[src/hw/mipsIsaPkg.sv]
`default_nettype none

package mipsIsaPkg;

	typedef logic [31:0] word_t;    // Data and instruction word
	typedef logic [4:0]  regAddr_t; // GPR number
	typedef logic [4:0]  shamt_t;
	typedef logic [5:0]  opcode_t;  // Primary opcode and funct share a width

	// Internal opcode after decode
	typedef enum logic [3:0]
	{
		opNop,
		opAddu,
		opSubu,
		opSll,
		opOri,
		opAddiu,
		opLui,
		opLw,
		opSw
	} instrOp_e;

	// Field positions inside the 32-bit word
	localparam int OPC_LSB   = 26;
	localparam int RS_LSB    = 21;
	localparam int RT_LSB    = 16;
	localparam int RD_LSB    = 11;
	localparam int SHAMT_LSB = 6;
	localparam int FUNCT_LSB = 0;
	localparam int IMM_LSB   = 0;
	localparam int IMM_W     = 16;

	// Primary opcodes
	localparam opcode_t OPC_SPECIAL = 6'h00; // R type, look at funct
	localparam opcode_t OPC_ADDIU   = 6'h09;
	localparam opcode_t OPC_ORI     = 6'h0d;
	localparam opcode_t OPC_LUI     = 6'h0f;
	localparam opcode_t OPC_LW      = 6'h23;
	localparam opcode_t OPC_SW      = 6'h2b;

	// Funct codes under SPECIAL
	localparam opcode_t FN_SLL  = 6'h00;
	localparam opcode_t FN_ADDU = 6'h21;
	localparam opcode_t FN_SUBU = 6'h23;

endpackage

`default_nettype wire

[src/hw/pipePkg.sv]
`default_nettype none

package pipePkg;

	import mipsIsaPkg::*;

	// Stage count after decode
	typedef logic [2:0] timing_t;
	localparam timing_t NEVER_USED = 3'd7; // Operand not read

	// Input credit buffer
	localparam int IN_CREDITS = 2;
	localparam int IN_PTR_W   = $clog2(IN_CREDITS);
	localparam int IN_CNT_W   = $clog2(IN_CREDITS + 1);

	// Data memory, word addressed from result bits [7:2]
	localparam int DMEM_WORDS = 64;
	localparam int DMEM_AW    = $clog2(DMEM_WORDS);
	localparam int DMEM_LSB   = 2;

	typedef enum logic [1:0]
	{
		fwdReg,    // Register file value
		fwdExec,   // Producer now in execute
		fwdResult  // Producer now writing back
	} fwdSel_e;

	typedef struct packed
	{
		instrOp_e op;
		regAddr_t rAddr0; // rs side
		regAddr_t rAddr1; // rt side
		regAddr_t wAddr;
		timing_t  tuse0;
		timing_t  tuse1;
		timing_t  tnew;
		word_t    imm;    // Already extended
		shamt_t   shamt;
	} decoded_t;

	typedef struct packed
	{
		instrOp_e op;
		regAddr_t wAddr;
		timing_t  tnew;
		word_t    result;    // ALU value or memory address
		word_t    storeData;
		regAddr_t storeAddr; // Source register of store data
	} execOut_t;

	typedef struct packed
	{
		logic     regWrite;
		regAddr_t wAddr;
		word_t    wData;
		logic     memWrite;
		word_t    memAddr;
		word_t    memData;
	} retire_t;

endpackage

`default_nettype wire

[src/hw/hazardControl.sv]
`timescale 1ns/10ps
`default_nettype none

module hazardControl import pipePkg::*;
(
	input  decoded_t head,
	input  logic     headValid,
	input  execOut_t exec,
	input  logic     execValid,
	output logic     stall,
	output fwdSel_e  fwd0,
	output fwdSel_e  fwd1
);

	logic    execWrites;
	timing_t execLeft; // Remaining stages of the execute producer
	logic    hit0;
	logic    hit1;
	logic    stall0;
	logic    stall1;

	// Source choice for one operand
	function automatic fwdSel_e pickSource(logic hit, timing_t tuse, timing_t left);
		fwdSel_e sel;
		if (hit && (left == '0))
			sel = fwdExec;   // ALU value ready at result entry
		else if (tuse != NEVER_USED)
			sel = fwdResult; // Writer may be in result, checked by address
		else
			sel = fwdReg;
		return sel;
	endfunction

	assign execWrites = execValid && (exec.tnew != '0) && (exec.wAddr != '0);
	assign execLeft   = exec.tnew - timing_t'(1);

	assign hit0 = execWrites && (head.tuse0 != NEVER_USED) && (head.rAddr0 == exec.wAddr);
	assign hit1 = execWrites && (head.tuse1 != NEVER_USED) && (head.rAddr1 == exec.wAddr);

	// Value later than the operand needs it
	assign stall0 = hit0 && (execLeft >= head.tuse0);
	assign stall1 = hit1 && (execLeft >= head.tuse1);
	assign stall  = headValid && (stall0 || stall1); // Load-use in practice

	assign fwd0 = pickSource(hit0, head.tuse0, execLeft);
	assign fwd1 = pickSource(hit1, head.tuse1, execLeft);

endmodule

`default_nettype wire

[config.mk]
export PLATFORM = sky130hd
export DESIGN_NAME = hazardControl
export DESIGN_NICKNAME = d
export VERILOG_FILES = /design/src/hw/mipsIsaPkg.sv /design/src/hw/pipePkg.sv /design/src/hw/hazardControl.sv
export SDC_FILE = /design/constraint.sdc
export NUM_CORES = 1
export LEC_CHECK = 0
export BUFFER_PORTS_ARGS = -buffer_cell sky130_fd_sc_hd__buf_4
export CORE_ASPECT_RATIO = 0.7
export CORE_MARGIN = 8
export CORE_UTILIZATION = 18
export DETAILED_ROUTE_END_ITERATION = 8
export PLACE_DENSITY = 0.86
export SLEW_MARGIN = 20
export SYNTH_ARGS = -nofsm -noshare
export SYNTH_HDL_FRONTEND = slang
export SYNTH_SLANG_ARGS = --single-unit
[constraint.sdc]
create_clock -name vclk -period 3.8
set_input_delay 0.76 -clock vclk [all_inputs]
set_output_delay 0.76 -clock vclk [all_outputs]
set_load 0.01 [all_outputs]
==> impl_metrics.py <==
metrics = {
    "grt": {
        "track_usage_pct": 7.20,
        "grt_max_degree": 5,
        "grt_pass1_wl_um": 2460,
        "first_global_vias": 546,
        "grt.overflow.total": 0,
        "antenna_found_initial": 0,
    },
    "setup_path": {
        "crit_path_cell_trace": "buf_4 -> inv_1 -> ha_1 -> xnor2_1 -> inv_1 -> ha_1 -> nand2_1 -> o21ai_0 -> nand4_1 -> a211oi_1 -> buf_4",
        "worst_setup_path_start_kind": "primary input",
        "arrival_ns": 2.47,
        "max_stage_delay_ns": 0.31,
        "cp.required_ns": 3.04,
        "crit_type": "primary input to primary output",
        "crit_fanout": 4,
        "cp_slowest_cell": "ha_1",
        "cp-end-kind": "primary output",
    },
    "detailed_routing": {
        "wl_per_cell_um": 12.5,
        "drt_iter0_drc": 12,
        "routed-via-count": 463,
        "post-route-drc-count": 0,
        "drtPass1Iterations": 4,
        "viasPerCell": 3.92,
        "ant_nets": 0,
        "wl_um": 1480,
    },
    "timing": {
        "setup_viol_count_final": 0,
        "period_minus_slack_ns": 3.23,
        "worst_pin_slew_ns": 0.367,
        "slew_headroom_pct": 75.3,
        "timing.hold.ws_ns": 1.87,
        "finalSetupTns_ns": 0,
        "slew_viol_final": 0,
        "rsz0062_at_grt": "false",
        "hold_viol": 0,
        "fin_crit_sh_pct": 85.1,
        "fmax_ghz": 0.309,
    },
    "power": {
        "ir_drop_v": 0.0000259,
        "leakagePower_uw": 0.000370,
        "power_uw": 65.5,
        "power.density_nw_per_um2": 96.8,
    },
    "status": {
        "status": "complete, no violations",
    },
    "finish": {
        "area_growth_pct": 67.5,
        "final_nets": 245,
        "layout-drive-gt1-share_pct": 39.5,
        "final_common_cell": "buf_4",
        "clkbuf_count": 0,
        "layout_common_cells": "31 x buf_4, 9 x inv_1, 9 x ha_1",
        "antenna_cells": 0,
        "final_core_util_pct": 31.7,
        "seq_cells": 0,
        "seq_area_um2": 0,
    },
    "place": {
        "dp_hpwl_um": 1410,
        "gp_congestion": 0.802,
        "port_buffers": 31,
    },
    "yosys": {
        "synthCells": 55,
        "synth_area_per_cell_um2": 7.35,
        "synth.distinct_cells": 18,
        "synth_nets": 212,
        "ys_seq_area_share_pct": 0,
        "synth_top_cell_by_area": "ha_1",
        "yosysWarnings": 0,
        "synth_area_um2": 404,
        "synthTopCellsByArea": "ha_1 28%, xor2_1 13%, xnor2_1 11%",
        "synth.top_cell.area_share_pct": 27.9,
    },
    "floorplanning": {
        "io_pins": 153,
        "coreArea_um2": 2140,
        "die_area_um2": 4040,
        "dieHeight_um": 55.6,
        "initial_utilization_pct": 18.9,
        "die_w_um": 72.6,
        "row_count": 14,
    },
    "worst_hold_path": {
        "min_from": "headValid",
        "whs_endpoint": "stall",
        "min_path_type": "primary input to primary output",
        "min_path_cells": 4,
    },
    "clocking": {
        "cts_resized": 0,
        "cts_hold_buf": 0,
        "cts_setup_buffers": 0,
    },
    "run": {
        "maxCapViolCount": 0,
    },
}
==> how the worst max path moves through the flow <==
| stage | startpoint | to |
|---|---|---|
| finish | exec[69] | stall |
| global route | exec[69] | stall |
| global placement | exec[69] | stall |
| floorplan | exec[69] | stall |
| detailed placement | exec[69] | stall |
| CTS | exec[69] | stall |
==> cell families after synthesis <==
group	count (synthesis)	share of synthesized area, %
xor+xnor	11	23.8
compound gates	7	11.1
fa+ha+maj	9	27.9
simple gates	19	28.8
buf+inv	9	8.36
==> cell type report <==
type | count | area [um^2]
fillers | 234 | 1460
multi-input cells | 46 | 370
repair buffers | 31 | 233
well taps | 32 | 40.0
inverters | 9 | 33.8
==> per-stage QoR <==
stage                     setup WS (ns)  instances  area [um^2]
after floorplan                   0.899         55          404
after global placement            0.618        118          677
after detailed placement          0.556        118          677
after CTS                         0.546        118          677
after global routing              0.379        118          677
final                             0.567        118          677
==> metal layers <==
layer  vias up  wire length (um)  GRT usage [%]  share of wire (%)
met1       199               587           7.93                 40
li1        251                 -              -                  -
met4         0                27           1.14                1.8
met2        11               786           13.9                 53
met3         2                74           1.26                5.0
met5         -                 0              0                  0
==> synth_stat cells (2+ instances only) <==
cell type and number:
a21oi_1 2, and3_1 2, and4b_1 2, ha_1 9, inv_1 9, nand2_1 5, nand4_1 2, nor2_2 2
nor2b_1 2, nor4_1 2, o21ai_0 2, xnor2_1 5, xor2_1 6
==> critical path: cells and delay by family <==
family | cells | cell delay [ns]
AO/OA/AOI/OAI | 2 | 0.41
buffers and inverters | 4 | 0.46
adder cells (fa/ha/maj) | 2 | 0.51
AND/OR/NAND/NOR | 2 | 0.16
XOR/XNOR | 1 | 0.19
==> report_power, final <==
part           internal [uW]  total [uW]  switching (uW)
registers                  0           0               0
clock network              0           0               0
logic                   36.4        65.5            29.1
total                   36.4        65.5            29.1
Note: power is estimated with default switching activity, not from simulation.
