## src/hw/mipsIsaPkg.sv

```systemverilog
`default_nettype none

package mipsIsaPkg;

	typedef logic [31:0] word_t;    // Data and instruction word
	typedef logic [4:0]  regAddr_t; // GPR number
	typedef logic [4:0]  shamt_t;
	typedef logic [5:0]  opcode_t;  // Primary opcode and funct share a width

	// Internal opcode after decode
	typedef enum logic [3:0]
	{
		opNop,
		opAddu,
		opSubu,
		opSll,
		opOri,
		opAddiu,
		opLui,
		opLw,
		opSw
	} instrOp_e;

	// Field positions inside the 32-bit word
	localparam int OPC_LSB   = 26;
	localparam int RS_LSB    = 21;
	localparam int RT_LSB    = 16;
	localparam int RD_LSB    = 11;
	localparam int SHAMT_LSB = 6;
	localparam int FUNCT_LSB = 0;
	localparam int IMM_LSB   = 0;
	localparam int IMM_W     = 16;

	// Primary opcodes
	localparam opcode_t OPC_SPECIAL = 6'h00; // R type, look at funct
	localparam opcode_t OPC_ADDIU   = 6'h09;
	localparam opcode_t OPC_ORI     = 6'h0d;
	localparam opcode_t OPC_LUI     = 6'h0f;
	localparam opcode_t OPC_LW      = 6'h23;
	localparam opcode_t OPC_SW      = 6'h2b;

	// Funct codes under SPECIAL
	localparam opcode_t FN_SLL  = 6'h00;
	localparam opcode_t FN_ADDU = 6'h21;
	localparam opcode_t FN_SUBU = 6'h23;

endpackage

`default_nettype wire

```

## src/hw/pipePkg.sv

```systemverilog
`default_nettype none

package pipePkg;

	import mipsIsaPkg::*;

	// Stage count after decode
	typedef logic [2:0] timing_t;
	localparam timing_t NEVER_USED = 3'd7; // Operand not read

	// Input credit buffer
	localparam int IN_CREDITS = 2;
	localparam int IN_PTR_W   = $clog2(IN_CREDITS);
	localparam int IN_CNT_W   = $clog2(IN_CREDITS + 1);

	// Data memory, word addressed from result bits [7:2]
	localparam int DMEM_WORDS = 64;
	localparam int DMEM_AW    = $clog2(DMEM_WORDS);
	localparam int DMEM_LSB   = 2;

	typedef enum logic [1:0]
	{
		fwdReg,    // Register file value
		fwdExec,   // Producer now in execute
		fwdResult  // Producer now writing back
	} fwdSel_e;

	typedef struct packed
	{
		instrOp_e op;
		regAddr_t rAddr0; // rs side
		regAddr_t rAddr1; // rt side
		regAddr_t wAddr;
		timing_t  tuse0;
		timing_t  tuse1;
		timing_t  tnew;
		word_t    imm;    // Already extended
		shamt_t   shamt;
	} decoded_t;

	typedef struct packed
	{
		instrOp_e op;
		regAddr_t wAddr;
		timing_t  tnew;
		word_t    result;    // ALU value or memory address
		word_t    storeData;
		regAddr_t storeAddr; // Source register of store data
	} execOut_t;

	typedef struct packed
	{
		logic     regWrite;
		regAddr_t wAddr;
		word_t    wData;
		logic     memWrite;
		word_t    memAddr;
		word_t    memData;
	} retire_t;

endpackage

`default_nettype wire

```

## src/hw/resultStage.sv

```systemverilog
`timescale 1ns/10ps
`default_nettype none

module resultStage import mipsIsaPkg::*, pipePkg::*;
(
	input  logic     clk,
	input  logic     reset,
	input  execOut_t exec,
	input  logic     execValid,
	input  regAddr_t rAddr0,
	input  regAddr_t rAddr1,
	output word_t    rData0,
	output word_t    rData1,
	output regAddr_t wbAddr,
	output word_t    wbData,
	output logic     retireValid,
	output retire_t  retire
);

	execOut_t           rsReg;
	logic               rsValid;
	word_t              regs [2**$bits(regAddr_t)];
	word_t              dmem [DMEM_WORDS];
	logic               lastWbEn;   // Writeback of the previous cycle
	regAddr_t           lastWbAddr;
	word_t              lastWbData;
	logic [DMEM_AW-1:0] memIdx;
	logic               wbEn;
	logic               memWrite;
	word_t              loadData;
	word_t              storeData;
	word_t              wbValue;

	always_ff @(posedge clk)
	begin
		if (reset)
		begin
			rsValid  <= 1'b0;
			lastWbEn <= 1'b0;
		end
		else
		begin
			rsValid  <= execValid;
			lastWbEn <= wbEn && (rsReg.wAddr != '0); // r0 never forwards
		end
	end

	always_ff @(posedge clk)
	begin
		rsReg      <= exec;
		lastWbAddr <= rsReg.wAddr;
		lastWbData <= wbValue;
	end

	////////////////////////////////////////
	// Memory access and writeback
	////////////////////////////////////////

	assign memIdx   = rsReg.result[DMEM_LSB +: DMEM_AW];
	assign loadData = dmem[memIdx];
	assign memWrite = rsValid && (rsReg.op == opSw);
	assign wbEn     = rsValid && (rsReg.tnew != '0);
	assign wbValue  = (rsReg.op == opLw) ? loadData : rsReg.result;
	assign wbAddr   = wbEn ? rsReg.wAddr : '0; // Zero means no writer
	assign wbData   = wbValue;

	// Late store-data forward, producer wrote one cycle ago
	assign storeData = (lastWbEn && (lastWbAddr == rsReg.storeAddr)) ? lastWbData
		: rsReg.storeData;

	always_ff @(posedge clk)
	begin
		if (reset)
		begin
			for (int i = 0; i < DMEM_WORDS; i++)
				dmem[i] <= '0;
		end
		else if (memWrite)
			dmem[memIdx] <= storeData;
	end

	always_ff @(posedge clk)
	begin
		if (reset)
		begin
			for (int i = 0; i < 2**$bits(regAddr_t); i++)
				regs[i] <= '0;
		end
		else if (wbEn && (rsReg.wAddr != '0))
			regs[rsReg.wAddr] <= wbValue; // r0 stays zero
	end

	// Write-before-read bypass for the decode head
	assign rData0 = (rAddr0 == '0) ? '0 : (rAddr0 == wbAddr) ? wbData : regs[rAddr0];
	assign rData1 = (rAddr1 == '0) ? '0 : (rAddr1 == wbAddr) ? wbData : regs[rAddr1];

	////////////////////////////////////////
	// Retire report
	////////////////////////////////////////

	assign retireValid = rsValid; // Every instruction, nops included

	always_comb
	begin
		retire.regWrite = wbEn;
		retire.wAddr    = wbEn ? rsReg.wAddr : '0;
		retire.wData    = wbEn ? wbValue : '0;
		retire.memWrite = memWrite;
		retire.memAddr  = memWrite ? rsReg.result : '0;
		retire.memData  = memWrite ? storeData : '0;
	end

endmodule

`default_nettype wire

```

## config.mk

```make
export PLATFORM = sky130hd
export DESIGN_NAME = resultStage
export DESIGN_NICKNAME = d
export VERILOG_FILES = /design/src/hw/mipsIsaPkg.sv /design/src/hw/pipePkg.sv /design/src/hw/resultStage.sv
export SDC_FILE = /design/constraint.sdc
export NUM_CORES = 2
export LEC_CHECK = 0
export BUFFER_PORTS_ARGS = -buffer_cell sky130_fd_sc_hd__buf_2
export CORE_ASPECT_RATIO = 2
export CORE_UTILIZATION = 55
export DETAILED_ROUTE_END_ITERATION = 12
export PLACE_DENSITY = 0.72
export RECOVER_POWER = 50
export SETUP_SLACK_MARGIN = 0.5
export SLEW_MARGIN = 20
export SYNTH_ARGS = -nofsm -noshare
export SYNTH_HDL_FRONTEND = slang
export SYNTH_SLANG_ARGS = --single-unit
```

## constraint.sdc

```tcl
create_clock -name clk -period 4.7 [get_ports clk]
set_input_delay 0.235 -clock clk [delete_from_list [all_inputs] [get_ports clk]]
set_output_delay 0.235 -clock clk [all_outputs]
set_load 0.02 [all_outputs]
```

==> reports/results.ini <==
[synth]
yosysWarnings=0
synth.distinct_cells=85
synth_edf_count=3072
synth.mux.area_fraction_pct=12.9
synth-adder-area-share_pct=0
synth_cells=11100
yosys.area_share.xor_xnor_pct=0.0662
synth_seq_cells=3192
synth-compound-area-share_pct=7.57
synthArstFlopShare_pct=0
synth_top_family_by_area=multiplexers
synth_seq_area_share_pct=65.0
synth_area_sq_um=146000
yosys_most_used_dff=edfxtp_1
syn_area_per_cell_sq_um=13.1
synthSimpleGateAreaFrac_pct=10.8

[timing]
setup_viol=19
fin_skew_ps=106
worst_slew_pin_slew_ps=2850
finalCritPeriodShare_pct=103
rsz0062_at_grt=yes
slew_headroom_pct=-89.7
period_needed_ps=4840
hold_viol=0
fmax_mhz=207
drv_slew=103
setup_slack_ps=-137
tns_ps=-1200

[run_status]
violations=max-capacitance violations, max-slew violations, negative setup slack
status=complete, but fails checks

[setup_path]
crit_path_max_fanout=7
crit_chain=buf_12 -> buf_16 -> buf_12 -> buf_16 -> buf_4 -> buf_4 -> buf_4 -> mux2i_1 -> o22ai_1 -> a311oi_1 -> o22ai_2 -> a21oi_1 -> a22o_1 -> buf_12 -> buf_12 -> nor2_4 -> buf_6
crit_path_end_kind=output port
arrival_ps=4600
crit_path_start_kind=flip-flop
crit_slowest_cell=a311oi_1
cp_num_buf_inv=10
cpPeakStageDelay_ps=670
startpoint=memIdx[0]$_DFF_P_
cp.required_ps=4470
cp_top_family=compound AO/OA/AOI/OAI gates
crit_type=reg -> out
rr_startpoint=memIdx[1]$_DFF_P_
crit_top_cell=buf_12

[global_routing]
met3_usage_pct=15.0
met2_usage_pct=72.7
grt_pass1_vias=109000
grt.busiest_layer=met2
grt_max_degree=89
overflow=0
grt_antenna_before_repair=50
track_usage_pct=46.5
grt_use_met1_pct=47.5
grt_pass1_wl_mm=852

[drt]
drt_iter0_markers=18500
routed_wl_mm=627
drc=0
post_drt_wl_per_cell_um=40.2
viasPerCell=7.06
vias=110000
drtPass1Iterations=7
ant_nets=0

[cells_and_area]
syn2layout_area_growth_pct=20.3
fin_util_pct=66.7
design_area_sq_um=175000
fin_nets=12000
drive_gt1_share_pct=25.7

[placement]
dpl_cell_area_sq_um=157000
hpwl_mm=395
finalWeightedCongestion=1.04
io_buffers=298

[clock_tree]
tritoncts=done
cts.path.max_buffers=4
cts_sinks=3192
htree_levels=5
insertion_delay_ps=960
cts_inserted_buffers=291
clk_pin_slew_ps=60
clockRootBuffer=clkbuf_16

[hold_path]
hp-start=exec[35]
min-delay-path-class=in -> reg

[power]
clock_power_share_pct=37.4
p_per_area_nw_per_um2=365
pwr-share-comb_pct=12.1
sequentialPowerShare_pct=50.4
peakVddDrop_mv=0.362
p_leak_nw=67.1
switchingPower_mw=16.5
swShare_pct=25.8
p_int_mw=47.4

[die]
start_util_pct=55.4
die_y_um=729
rows=266
die_area_sq_um=267000
pin_count=299
die-width_um=366
core_area_sq_um=263000

[flow_run]
maxCapViolCount=4

-- path summary, 6_finish.rpt --
check | endpoint | cells after the start | slack (ps)
worst min register to register | dmem[6][1]$_SDFFCE_PN0P_ | 2 | 760
worst max-delay path | retire[67] | 17 | -140
worst max register to register | dmem[51][31]$_SDFFCE_PN0P_ | 8 | 310
worst min-delay path | rsReg[35]$_DFF_P_ | 2 | 20
-- layout make-up --
cell class                 instances  area, sq um
sequential                      3192        94700
antenna                           34         85.1
inverter                          42          236
clock inverter                   138         1380
multi-input combinational       6716        49500
clock buffer                     357         7730
timing repair buffer            1644        17100
tap                             3484         4360
fill                           18300        87500
-- synth_stat cells, types with 51 or more instances --
master	number	share of area [%]
o21ai_0	230	0.79
nand2_1	280	0.72
a21oi_1	218	0.75
a211oi_1	125	0.64
a22o_1	51	0.31
nand3_1	53	0.18
mux2i_1	555	3.8
nor2_1	3244	8.4
edfxtp_1	3072	63
a22oi_1	209	1.1
o22ai_1	163	0.70
a221o_1	65	0.45
buf_2	391	1.3
clkbuf_1	592	1.5
mux2_2	168	1.3
buf_1	142	0.37
nand2b_1	112	0.48
a221oi_1	203	1.2
nor2b_1	78	0.34
mux4_2	503	7.8
dfxtp_1	120	1.7
-- per-layer routing --
metal  vias up  wire [um]
met5         -        249
met4        38      80600
met3      3294      83800
met2     10300     290000
met1     54000     173000
li1      42600          -
-- cells by family after synthesis --
| logic type | count (synthesis) |
|---|---|
| AND/OR/NAND/NOR | 3910 |
| flip-flops | 3192 |
| AO/OA/AOI/OAI | 1533 |
| multiplexers | 1228 |
| buffers and inverters | 1219 |
| XOR/XNOR | 11 |
| other | 1 |
-- worst register-to-register path, cell delays in order, from the launching register on --
cell and delay (ps):
dfxtp_4 370, buf_12 150, buf_4 330, nand2_1 200, buf_4 270, nor4_1 480, nand2_1 170, nand2b_1 350
clkbuf_1 1610
-- stage by stage --
step | setup WS (ps) | hold WS [ps] | total power, mW | std cells
finish | -137 | 17.2 | 63.9 | 15600
global route | -42.1 | 10.6 | 64.8 | 15600
CTS | 45.4 | 0.171 | 63.0 | 15500
detailed placement | -72.4 | 339 | 39.1 | 14600
global placement | -232 | 337 | 39.0 | 14600
floorplan | 1310 | 263 | 35.8 | 11100
-- power by group through the flow --
| stage | combinational, mW | sequential (mW) | clock, mW |
|---|---|---|---|
| 6_report | 7.76 | 32.2 | 23.9 |
| 5_1_grt | 7.71 | 32.3 | 24.8 |
| 4_1_cts | 7.03 | 32.2 | 23.8 |
| 3_5_place_dp | 6.26 | 32.8 | 0 |
| 3_3_place_gp | 6.20 | 32.8 | 0 |
| 2_1_floorplan | 3.15 | 32.7 | 0 |
-- cells in the final DEF (no fill, tap or decap), types with 32 or more instances in the layout --
master,instances
buf_6,143
a221oi_1,147
edfxtp_1,3072
clkinv_1,53
nand3_1,45
nand2_1,258
a221o_1,65
a221oi_2,41
mux4_2,503
o22ai_1,128
dfxtp_1,113
mux2i_4,39
diode_2,34
a22o_1,46
clkbuf_1,69
o21ai_0,160
nand2b_2,94
nor2b_1,70
mux2_2,152
a21boi_0,41
clkbuf_16,307
dlygate4sd3_1,159
conb_1,32
buf_4,817
a211oi_1,115
buf_16,38
buf_12,226
a22oi_1,186
a21oi_1,194
mux2i_1,506
nor2_1,3211
buf_2,196
-- what timing repair did --
item	CTS	global route
gates resized for setup	518	411
hold endpoints to repair	82	0
pin swaps	104	111
setup buffers	177	93
hold buffers	159	0
endpoints found under the setup margin	390	192
gates cloned	35	8
-- sequential cells by signal, summed over array words and instances (netlist names) --
signal       flops
lastWbAddr       5
lastWbData      32
lastWbEn         1
retireValid      1
dmem          2048
regs          1024
rsReg           75
memIdx           6
No activity file was read; power rests on OpenSTA's default activity.
