===== config.mk =====
export PLATFORM = sky130hd
export DESIGN_NAME = instrDecoder
export DESIGN_NICKNAME = d
export VERILOG_FILES = /design/src/hw/mipsIsaPkg.sv /design/src/hw/pipePkg.sv /design/src/hw/instrDecoder.sv
export SDC_FILE = /design/constraint.sdc
export NUM_CORES = 1
export LEC_CHECK = 0
export ABC_AREA = 1
export BUFFER_PORTS_ARGS = -buffer_cell sky130_fd_sc_hd__buf_2
export CORE_AREA = 5 5 112 114
export DETAILED_ROUTE_END_ITERATION = 16
export DIE_AREA = 0 0 117 119
export PLACE_DENSITY = 0.78
export SYNTH_ARGS = -nofsm -noshare
export SYNTH_HDL_FRONTEND = slang
export SYNTH_SLANG_ARGS = --single-unit
export TNS_END_PERCENT = 5

===== constraint.sdc =====
create_clock -name clk -period 4.9 [get_ports clk]
set_input_delay 1.225 -clock clk [delete_from_list [all_inputs] [get_ports clk]]
set_output_delay 1.225 -clock clk [all_outputs]
set_load 0.02 [all_outputs]

===== src/hw/mipsIsaPkg.sv =====
`default_nettype none

package mipsIsaPkg;

	typedef logic [31:0] word_t;    // Data and instruction word
	typedef logic [4:0]  regAddr_t; // GPR number
	typedef logic [4:0]  shamt_t;
	typedef logic [5:0]  opcode_t;  // Primary opcode and funct share a width

	// Internal opcode after decode
	typedef enum logic [3:0]
	{
		opNop,
		opAddu,
		opSubu,
		opSll,
		opOri,
		opAddiu,
		opLui,
		opLw,
		opSw
	} instrOp_e;

	// Field positions inside the 32-bit word
	localparam int OPC_LSB   = 26;
	localparam int RS_LSB    = 21;
	localparam int RT_LSB    = 16;
	localparam int RD_LSB    = 11;
	localparam int SHAMT_LSB = 6;
	localparam int FUNCT_LSB = 0;
	localparam int IMM_LSB   = 0;
	localparam int IMM_W     = 16;

	// Primary opcodes
	localparam opcode_t OPC_SPECIAL = 6'h00; // R type, look at funct
	localparam opcode_t OPC_ADDIU   = 6'h09;
	localparam opcode_t OPC_ORI     = 6'h0d;
	localparam opcode_t OPC_LUI     = 6'h0f;
	localparam opcode_t OPC_LW      = 6'h23;
	localparam opcode_t OPC_SW      = 6'h2b;

	// Funct codes under SPECIAL
	localparam opcode_t FN_SLL  = 6'h00;
	localparam opcode_t FN_ADDU = 6'h21;
	localparam opcode_t FN_SUBU = 6'h23;

endpackage

`default_nettype wire


===== src/hw/pipePkg.sv =====
`default_nettype none

package pipePkg;

	import mipsIsaPkg::*;

	// Stage count after decode
	typedef logic [2:0] timing_t;
	localparam timing_t NEVER_USED = 3'd7; // Operand not read

	// Input credit buffer
	localparam int IN_CREDITS = 2;
	localparam int IN_PTR_W   = $clog2(IN_CREDITS);
	localparam int IN_CNT_W   = $clog2(IN_CREDITS + 1);

	// Data memory, word addressed from result bits [7:2]
	localparam int DMEM_WORDS = 64;
	localparam int DMEM_AW    = $clog2(DMEM_WORDS);
	localparam int DMEM_LSB   = 2;

	typedef enum logic [1:0]
	{
		fwdReg,    // Register file value
		fwdExec,   // Producer now in execute
		fwdResult  // Producer now writing back
	} fwdSel_e;

	typedef struct packed
	{
		instrOp_e op;
		regAddr_t rAddr0; // rs side
		regAddr_t rAddr1; // rt side
		regAddr_t wAddr;
		timing_t  tuse0;
		timing_t  tuse1;
		timing_t  tnew;
		word_t    imm;    // Already extended
		shamt_t   shamt;
	} decoded_t;

	typedef struct packed
	{
		instrOp_e op;
		regAddr_t wAddr;
		timing_t  tnew;
		word_t    result;    // ALU value or memory address
		word_t    storeData;
		regAddr_t storeAddr; // Source register of store data
	} execOut_t;

	typedef struct packed
	{
		logic     regWrite;
		regAddr_t wAddr;
		word_t    wData;
		logic     memWrite;
		word_t    memAddr;
		word_t    memData;
	} retire_t;

endpackage

`default_nettype wire


===== src/hw/instrDecoder.sv =====
`timescale 1ns/10ps
`default_nettype none

module instrDecoder import mipsIsaPkg::*, pipePkg::*;
(
	input  logic     clk,
	input  logic     reset,
	input  logic     instrValid,
	input  word_t    instr,
	output logic     creditReturn,
	input  logic     stall,
	input  word_t    rData0,
	input  word_t    rData1,
	output decoded_t head,
	output logic     headValid,
	output decoded_t issue,
	output logic     issueValid,
	output word_t    issueData0,
	output word_t    issueData1
);

	word_t               buffer [IN_CREDITS]; // Entries only, no reset
	logic [IN_PTR_W-1:0] wrPtr;
	logic [IN_PTR_W-1:0] rdPtr;
	logic [IN_CNT_W-1:0] count;
	logic                pop;
	word_t               headWord;
	opcode_t             opc;
	opcode_t             funct;
	regAddr_t            rs;
	regAddr_t            rt;
	regAddr_t            rd;
	logic [IMM_W-1:0]    imm16;
	instrOp_e            op;
	logic                typeR;
	logic                typeI;

	////////////////////////////////////////
	// Credit buffer
	////////////////////////////////////////

	assign headValid    = (count != '0);
	assign pop          = headValid && !stall; // Head leaves into execute
	assign creditReturn = pop;                  // One credit back per issue
	assign headWord     = buffer[rdPtr];

	always_ff @(posedge clk)
	begin
		if (reset)
		begin
			wrPtr <= '0;
			rdPtr <= '0;
			count <= '0;
		end
		else
		begin
			if (instrValid)
				wrPtr <= wrPtr + 1'b1; // Sender holds a credit, never full
			if (pop)
				rdPtr <= rdPtr + 1'b1;
			case ({instrValid, pop})
				2'b10:   count <= count + 1'b1;
				2'b01:   count <= count - 1'b1;
				default: count <= count; // Both or neither
			endcase
		end
	end

	always_ff @(posedge clk)
	begin
		if (instrValid)
			buffer[wrPtr] <= instr;
	end

	////////////////////////////////////////
	// Field extraction and opcode
	////////////////////////////////////////

	assign opc   = opcode_t'(headWord >> OPC_LSB);
	assign funct = opcode_t'(headWord >> FUNCT_LSB);
	assign rs    = regAddr_t'(headWord >> RS_LSB);
	assign rt    = regAddr_t'(headWord >> RT_LSB);
	assign rd    = regAddr_t'(headWord >> RD_LSB);
	assign imm16 = headWord[IMM_LSB +: IMM_W];

	always_comb
	begin
		case (opc)
			OPC_SPECIAL:
			begin
				case (funct)
					FN_ADDU: op = opAddu;
					FN_SUBU: op = opSubu;
					FN_SLL:  op = opSll;
					default: op = opNop; // Unsupported funct
				endcase
			end
			OPC_ORI:   op = opOri;
			OPC_ADDIU: op = opAddiu;
			OPC_LUI:   op = opLui;
			OPC_LW:    op = opLw;
			OPC_SW:    op = opSw;
			default:   op = opNop;
		endcase
		if (headWord == '0)
			op = opNop; // All-zero word is the canonical nop
	end

	assign typeR = (op == opAddu) || (op == opSubu);
	assign typeI = (op == opOri) || (op == opAddiu);

	////////////////////////////////////////
	// Address and Tuse/Tnew table
	////////////////////////////////////////

	always_comb
	begin
		head.op    = op;
		head.shamt = shamt_t'(headWord >> SHAMT_LSB);
		case (op)
			opOri:   head.imm = {16'h0, imm16};              // Zero extend
			opLui:   head.imm = {imm16, 16'h0};              // Upper half
			default: head.imm = {{16{imm16[15]}}, imm16};   // Sign extend
		endcase
		// Nop row is the default
		head.rAddr0 = '0;
		head.rAddr1 = '0;
		head.wAddr  = '0;
		head.tuse0  = NEVER_USED;
		head.tuse1  = NEVER_USED;
		head.tnew   = 3'd0;
		if (typeR)
		begin
			head.rAddr0 = rs;
			head.rAddr1 = rt;
			head.wAddr  = rd;
			head.tuse0  = 3'd1;
			head.tuse1  = 3'd1;
			head.tnew   = 3'd1;
		end
		else if (op == opSll)
		begin
			head.rAddr1 = rt; // Shift source is rt
			head.wAddr  = rd;
			head.tuse1  = 3'd1;
			head.tnew   = 3'd1;
		end
		else if (typeI)
		begin
			head.rAddr0 = rs;
			head.wAddr  = rt;
			head.tuse0  = 3'd1;
			head.tnew   = 3'd1;
		end
		else if (op == opLw)
		begin
			head.rAddr0 = rs;
			head.wAddr  = rt;
			head.tuse0  = 3'd1; // Address in execute
			head.tnew   = 3'd2; // Data only in result
		end
		else if (op == opSw)
		begin
			head.rAddr0 = rs;
			head.rAddr1 = rt;
			head.tuse0  = 3'd1;
			head.tuse1  = 3'd2; // Store data consumed in result
		end
		else if (op == opLui)
		begin
			head.wAddr = rt;
			head.tnew  = 3'd1;
		end
	end

	// Head and its read data go straight into the execute register
	assign issue      = head;
	assign issueValid = pop;
	assign issueData0 = rData0;
	assign issueData1 = rData1;

endmodule

`default_nettype wire


==> out/qor.csv, run 1 <==
stage;metric;value;unit
outcome;outcome;completed;
global_route;grt-ovfl-total;0;
logic_synthesis;ys_types;25;
logic_synthesis;synth_top_family_by_area;buffers and inverters;
finish;final_nets;691;
setup_path;crit_required;3.67;ns
setup_path;worstPathMaxFanout;27;
cts;cts_made_buffers;9;
logic_synthesis;ys_seq_area_frac;0.438;
timing;finalClockSkew;0.00346;ns
cts;cts_tree;done;
finish;final_util;0.425;
cts;hold_buffers;0;
cts;clock_latency;0.33;ns
logic_synthesis;yosys.area_share.simple;0.209;
finish;fillers;1143;
floorplanning;io_pins;297;
finish;area_delta_synth_final;4.28;%
cts;htree_levels;3;
power;pwr-share-seq;0.355;
global_route;antenna_found_initial;1;
routing;ant_nets;0;
timing;max_slew_margin;0.370;
floorplanning;num_rows;39;
logic_synthesis;synth_mux_area_frac;0;
routing;vias;3467;
timing;fin_crit_sh;0.882;
place;hpwl;12.9;mm
logic_synthesis;synth-compound-area-share;0.0463;
cts;cts_setup_buffers;0;
cts;cts_buffer_depth;2;
logic_synthesis;synth_fa_ha_area_frac;0.00271;
timing;worstMarginPinSlew;0.943;ns
timing;drv_slew;0;
power;p_switching;772;uW
power;p_clk_frac;0.295;
floorplanning;die_w;117;um
cts;cts-root-buf;clkbuf_16;
global_route;grt_max_degree;33;
cts;cts_resized;0;
logic_synthesis;synth.area.top_cells;edfxtp_1 42%, buf_4 22%, nand2_1 11%;
routing;routedWlPerCell;20.5;um
setup_path;endpoint_kind;output pin;
floorplanning;core_area;0.0113;mm2
setup_path;r2r-start;wrPtr$_SDFFE_PP0P_;
power;ir_drop;0.225;mV
logic_synthesis;synth_cells;557;
place;gp_congestion;0.894;
power;swShare;0.390;
routing;drt_iter0_drc;292;
logic_synthesis;yosys.area.top_type;edfxtp_1;
power;pwr-share-comb;0.349;
setup_path;reg2reg_depth;3;
finish;regArea;0.00202;mm2
cts;clk_pin_slew;0.05;ns
routing;drt-total-wl;15.2;mm
timing;fmax;231;MHz
finish;instances_no_fill;739;
routing;dr.pass1.iters;5;
logic_synthesis;synth_top_area_share;0.416;
floorplanning;dieHeight;119;um
logic_synthesis;synthXorXnorAreaFrac;0;
floorplanning;start_util;0.408;
setup_path;crit_arrival;3.10;ns
routing;drc;0;
global_route;grt_pass1_vias;3385;
setup_path;crit_type;reg -> out;
run;max_cap_viol_count;0;
setup_path;r2r_setup_slack;3.17;ns
place;port-buffer-count;164;
power;p_int;1210;uW
logic_synthesis;synth-seq-cells;69;
logic_synthesis;synth.cell_area;0.00462;mm2
logic_synthesis;syn_avg_cell_area;8.29;um2
setup_path;startpoint_type;flip-flop;
finish;multiInputGateArea;0.00121;mm2
setup_path;r2r_end;buffer[1][9]$_DFFE_PP_;
power;leakagePower;0.00247;uW
timing;whs;0.498;ns
worst_hold_path;worstHoldStart;count[1]$_SDFFE_PP0P_;
worst_hold_path;holdPathStages;2;
global_route;track_usage;0.207;
logic_synthesis;synth_warnings;0;
finish;drive_gt1_frac;0.356;
power;power.density;411;mW/mm2
routing;routed_via_density;4.69;
timing;setup_viol;0;
worst_hold_path;hp-class;reg -> reg;
place;dp.cells;722;
timing;period_needed;4.32;ns
floorplanning;die_area;0.0139;mm2
timing;fin_tns_setup;0;ns
cts;numClockSinks;69;
worst_hold_path;hold_end;count[1]$_SDFFE_PP0P_;
timing;rsz0062_at_grt;false;
timing;hold_viol_final;0;
global_route;grt_pass1_wl;21.2;mm
-- cells by family (layout without fill, tap and decap cells) --
group           count (synthesis)  count (layout)
simple gates                  225             225
flops                          69              69
buf+inv                       221             257
other cells                     2               5
fa+ha+maj                       1               1
compound gates                 39              39
-- critical path, cell delays in order, from the launching register on --
cell	delay [ns]
dfxtp_2	0.68
buf_4	0.36
nand2_1	0.08
nand2_1	0.13
nor2_4	0.07
nand2_2	0.08
nor2_2	0.07
nor2_2	0.16
o21ai_2	0.15
nor2_2	0.15
nand2_2	0.20
a21oi_1	0.39
buf_2	0.25
-- power by group through the flow --
| stage | Clock, uW | Combinational [uW] | Sequential, uW |
|---|---|---|---|
| CTS | 595 | 697 | 704 |
| global route | 618 | 747 | 708 |
| floorplan | 0 | 643 | 704 |
| finish | 584 | 692 | 704 |
| global placement | 0 | 692 | 715 |
| detailed placement | 0 | 695 | 716 |
-- state kept, by name, indices dropped and copies added, names as in the netlist, named ones only --
register and count:
buffer 64, count 2, rdPtr 1, wrPtr 1
-- layout make-up --
type                       count  share of cell area
inverter                      75              0.0595
sequential                    69               0.420
clock inverter                 7              0.0104
tap                          143              0.0372
antenna                        1            0.000520
clock buffer                   9              0.0468
timing repair buffer         166               0.174
multi-input combinational    269               0.252
-- worst max-delay path by stage --
stage | cells past startpoint | slack (ns) | from | end
finish | 12 | 0.58 | flip-flop | issue[54]
global route | 13 | 0.40 | flip-flop | head[54]
CTS | 12 | 0.66 | flip-flop | issue[54]
detailed placement | 12 | 1.02 | flip-flop | issue[54]
global placement | 12 | 1.08 | flip-flop | issue[54]
floorplan | 14 | 1.36 | flip-flop | issue[47]
-- metal layers --
layer  share of wire  GRT usage  vias to the layer above
met2            0.52      0.376                      230
met1            0.30      0.201                     1566
li1                -          -                     1651
met3            0.15      0.110                       20
met5               0     0.0111                        -
met4           0.021     0.0545                        0
-- layout by cell type (no fill, tap or decap), types with 7 or more instances in the layout --
cell,instances
nand2_2,11
nand2_1,140
inv_1,74
buf_2,164
o21ai_0,22
clkbuf_16,9
edfxtp_1,64
nor2_2,7
a21oi_1,8
nand3_1,10
nor2_1,45
-- cell usage after synthesis --
master / n
a21oi_1: 8
clkbuf_1: 3
nand3_1: 10
nor3_4: 1
inv_6: 1
nor2_1: 46
nor3_1: 3
buf_4: 136
buf_6: 7
o21ai_0: 22
nand2_1: 140
edfxtp_1: 64
o21ai_2: 4
nand3_4: 1
dfxtp_1: 5
nand2_2: 11
nor2_2: 7
o21ai_1: 4
inv_1: 74
nor4_1: 1
nor2_4: 3
nor3b_1: 2
ha_1: 1
a21oi_2: 1
conb_1: 2
-- stage by stage --
step           setup slack, ns  power [uW]  area (um2)
2_1_floorplan             1.36        1350        4630
3_3_place_gp              1.08        1410        4540
3_5_place_dp              1.02        1410        4540
4_1_cts                  0.659        2000        4810
5_1_grt                  0.398        2070        4820
6_report                 0.578        1980        4820
No activity file was read; power rests on OpenSTA's default activity.
==> run 2: changes to the inputs <==
--- a/config.mk
+++ b/config.mk
@@ -7,10 +7,12 @@
 export LEC_CHECK = 0
 export ABC_AREA = 1
 export BUFFER_PORTS_ARGS = -buffer_cell sky130_fd_sc_hd__buf_2
-export CORE_AREA = 5 5 112 114
+export CAP_MARGIN = 40
+export CELL_PAD_IN_SITES_DETAIL_PLACEMENT = 0
+export CELL_PAD_IN_SITES_GLOBAL_PLACEMENT = 2
+export CORE_UTILIZATION = 24
 export DETAILED_ROUTE_END_ITERATION = 16
-export DIE_AREA = 0 0 117 119
-export PLACE_DENSITY = 0.78
+export PLACE_DENSITY = 0.87
 export SYNTH_ARGS = -nofsm -noshare
 export SYNTH_HDL_FRONTEND = slang
 export SYNTH_SLANG_ARGS = --single-unit
==> run 2 against run 1 <==
Highest routed layer is now met5. First-iteration DRC count shrank 55%. Wire length shrank 22%. Hold slack gained 0.0043 ns. Final cell count grew 13%. Maximum frequency grew 0.64%. Non-clock buffer count grew 2. Flip-flop and latch count is the same. Power grew 3.0%. Via count shrank 5.1%. Sequential share of layout area shrank 1.6 points. Register-to-register slack gained 0.12 ns. Clock power grew 15%.
==> out/qor.csv, run 2 (synthesized netlist as in run 1, its figures left out) <==
stage;metric;value;unit;change
floorplanning;die_w;141;um;+20%
power;power.density;407;mW/mm2;-0.94%
finish;mostFrequentLayoutCell;buf_2;;
cts;cts_setup_buffers;0;;unchanged
floorplanning;die_area;0.0198;mm2;+42%
cts;cts_made_buffers;9;;unchanged
global_route;track_usage;0.122;;-0.0851
routing;vias;3291;;-5.1%
setup_path;worstPathMaxFanout;34;;+26%
outcome;outcome;completed;;
cts;htree_levels;3;;unchanged
routing;drc;0;;unchanged
timing;setup_viol;0;;unchanged
cts;clock_latency;0.33;ns;about the same
place;place_area;0.00469;mm2;+3.3%
cts;cts_tree;done;;
timing;finalClockSkew;0.00574;ns;+0.00228 ns
floorplanning;io_pins;297;;unchanged
timing;fmax;233;MHz;+0.64%
floorplanning;core_area;0.0188;mm2;+66%
finish;regMostFlops;buffer;;
place;port-buffer-count;164;;unchanged
finish;largest_register_ff_count;64;;unchanged
cts;numClockSinks;69;;unchanged
place;hpwl;9.20;mm;-29%
cts;cts-root-buf;clkbuf_16;;
floorplanning;dieHeight;141;um;+18%
setup_path;crit_type;reg -> out;;
finish;area_delta_synth_final;8.37;%;
timing;fin_crit_sh;0.876;;-0.00563
global_route;grt_pass1_wl;17.4;mm;-18%
power;leakagePower;0.00251;uW;+1.6%
global_route;grt-ovfl-total;0;;unchanged
setup_path;crit_required;3.67;ns;about the same
timing;whs;0.502;ns;+0.00426 ns
finish;drive_gt1_frac;0.358;;+0.00216
finish;multiInputGateArea;0.00121;mm2;unchanged
global_route;grt_max_degree;35;;+6.1%
timing;drv_slew;0;;unchanged
routing;routed_via_density;3.95;;-16%
setup_path;startpoint_type;flip-flop;;
global_route;grt_pass1_vias;3011;;-11%
setup_path;crit_arrival;3.07;ns;-0.03 ns
routing;routedWlPerCell;14.1;um;-31%
finish;reg_top3;buffer: 64 flops, count: 2 flops;;
routing;drt-total-wl;11.7;mm;-22%
timing;rsz0062_at_grt;false;;
routing;dr.pass1.iters;4;;-1
finish;final_cell_area;0.00500;mm2;+3.9%
place;gp_congestion;0.759;;-15%
floorplanning;start_util;0.246;;-0.162
timing;max_slew_margin;0.617;;+0.247
setup_path;endpoint_kind;output pin;;
cts;cts_buffer_depth;2;;unchanged
timing;worstMarginPinSlew;0.571;ns;-0.371 ns
run;max_cap_viol_count;0;;unchanged
timing;fin_tns_setup;0;ns;unchanged
cts;clk_pin_slew;0.06;ns;about the same
timing;hold_viol_final;0;;unchanged
routing;drt_iter0_drc;131;;-55%
finish;mostFrequentLayoutCells;164 x buf_2, 140 x nand2_1, 74 x inv_1;;
finish;fillers;2018;;+77%
cts;cts_resized;0;;unchanged
finish;regArea;0.00202;mm2;unchanged
finish;final_nets;693;;+0.29%
worst_hold_path;hp-class;reg -> reg;;
global_route;antenna_found_initial;5;;+4
timing;period_needed;4.29;ns;-0.0276 ns
cts;hold_buffers;0;;unchanged
routing;ant_nets;0;;unchanged
power;ir_drop;0.142;mV;-37%
floorplanning;num_rows;50;;+28%
[run 2: cell type report]
class,count,area share
clock buffer,13,0.0540
timing repair buffer,168,0.174
antenna,2,0.00100
inverter,75,0.0573
clock inverter,3,0.00850
multi-input combinational,269,0.242
sequential,69,0.404
tap,234,0.0585
[run 2: report_power, final]
part	total [uW]	switching, uW	internal, uW
Combinational	669	483	186
Sequential	700	17.3	683
Clock	669	235	435
Total	2040	735	1300
[run 2: path summary, 6_finish.rpt]
check / from / end / slack, ns / depth (start not counted)
worst max-delay path: flip-flop / issue[54] / 0.61 / 12
worst min-delay path: count[0]$_SDFFE_PP0P_ / count[0]$_SDFFE_PP0P_ / 0.50 / 2
worst max register to register: count[0]$_SDFFE_PP0P_ / count[1]$_SDFFE_PP0P_ / 3.29 / 8
worst min register to register: count[0]$_SDFFE_PP0P_ / count[0]$_SDFFE_PP0P_ / 0.50 / 2
[run 2: layer usage]
| layer | track usage | wire length [um] | up-vias | part of all wire |
|---|---|---|---|---|
| li1 | - | - | 1662 | - |
| met1 | 0.137 | 4830 | 1454 | 0.41 |
| met2 | 0.205 | 5780 | 137 | 0.49 |
| met3 | 0.0401 | 757 | 36 | 0.064 |
| met4 | 0.0641 | 363 | 2 | 0.031 |
| met5 | 0 | 17 | - | 0.0014 |
[run 2: metrics by stage]
stage,setup WS [ns],total power [uW],cells,util
detailed placement,0.884,1390,815,0.250
global route,0.302,2150,831,0.266
CTS,0.517,2070,831,0.266
floorplan,1.36,1350,559,-
global placement,0.951,1390,814,0.248
finish,0.606,2040,833,0.267
[run 2: critical path, stage by stage, from the launching register on]
cell and delay, ns:
dfxtp_2 0.55, buf_4 0.40, nand2_1 0.11, nand2_1 0.19, nor2_4 0.07, nand2_2 0.08
nor2_2 0.06, nor2_2 0.16, o21ai_2 0.17, nor2_2 0.16, nand2_2 0.20, a21oi_1 0.34
buf_2 0.23
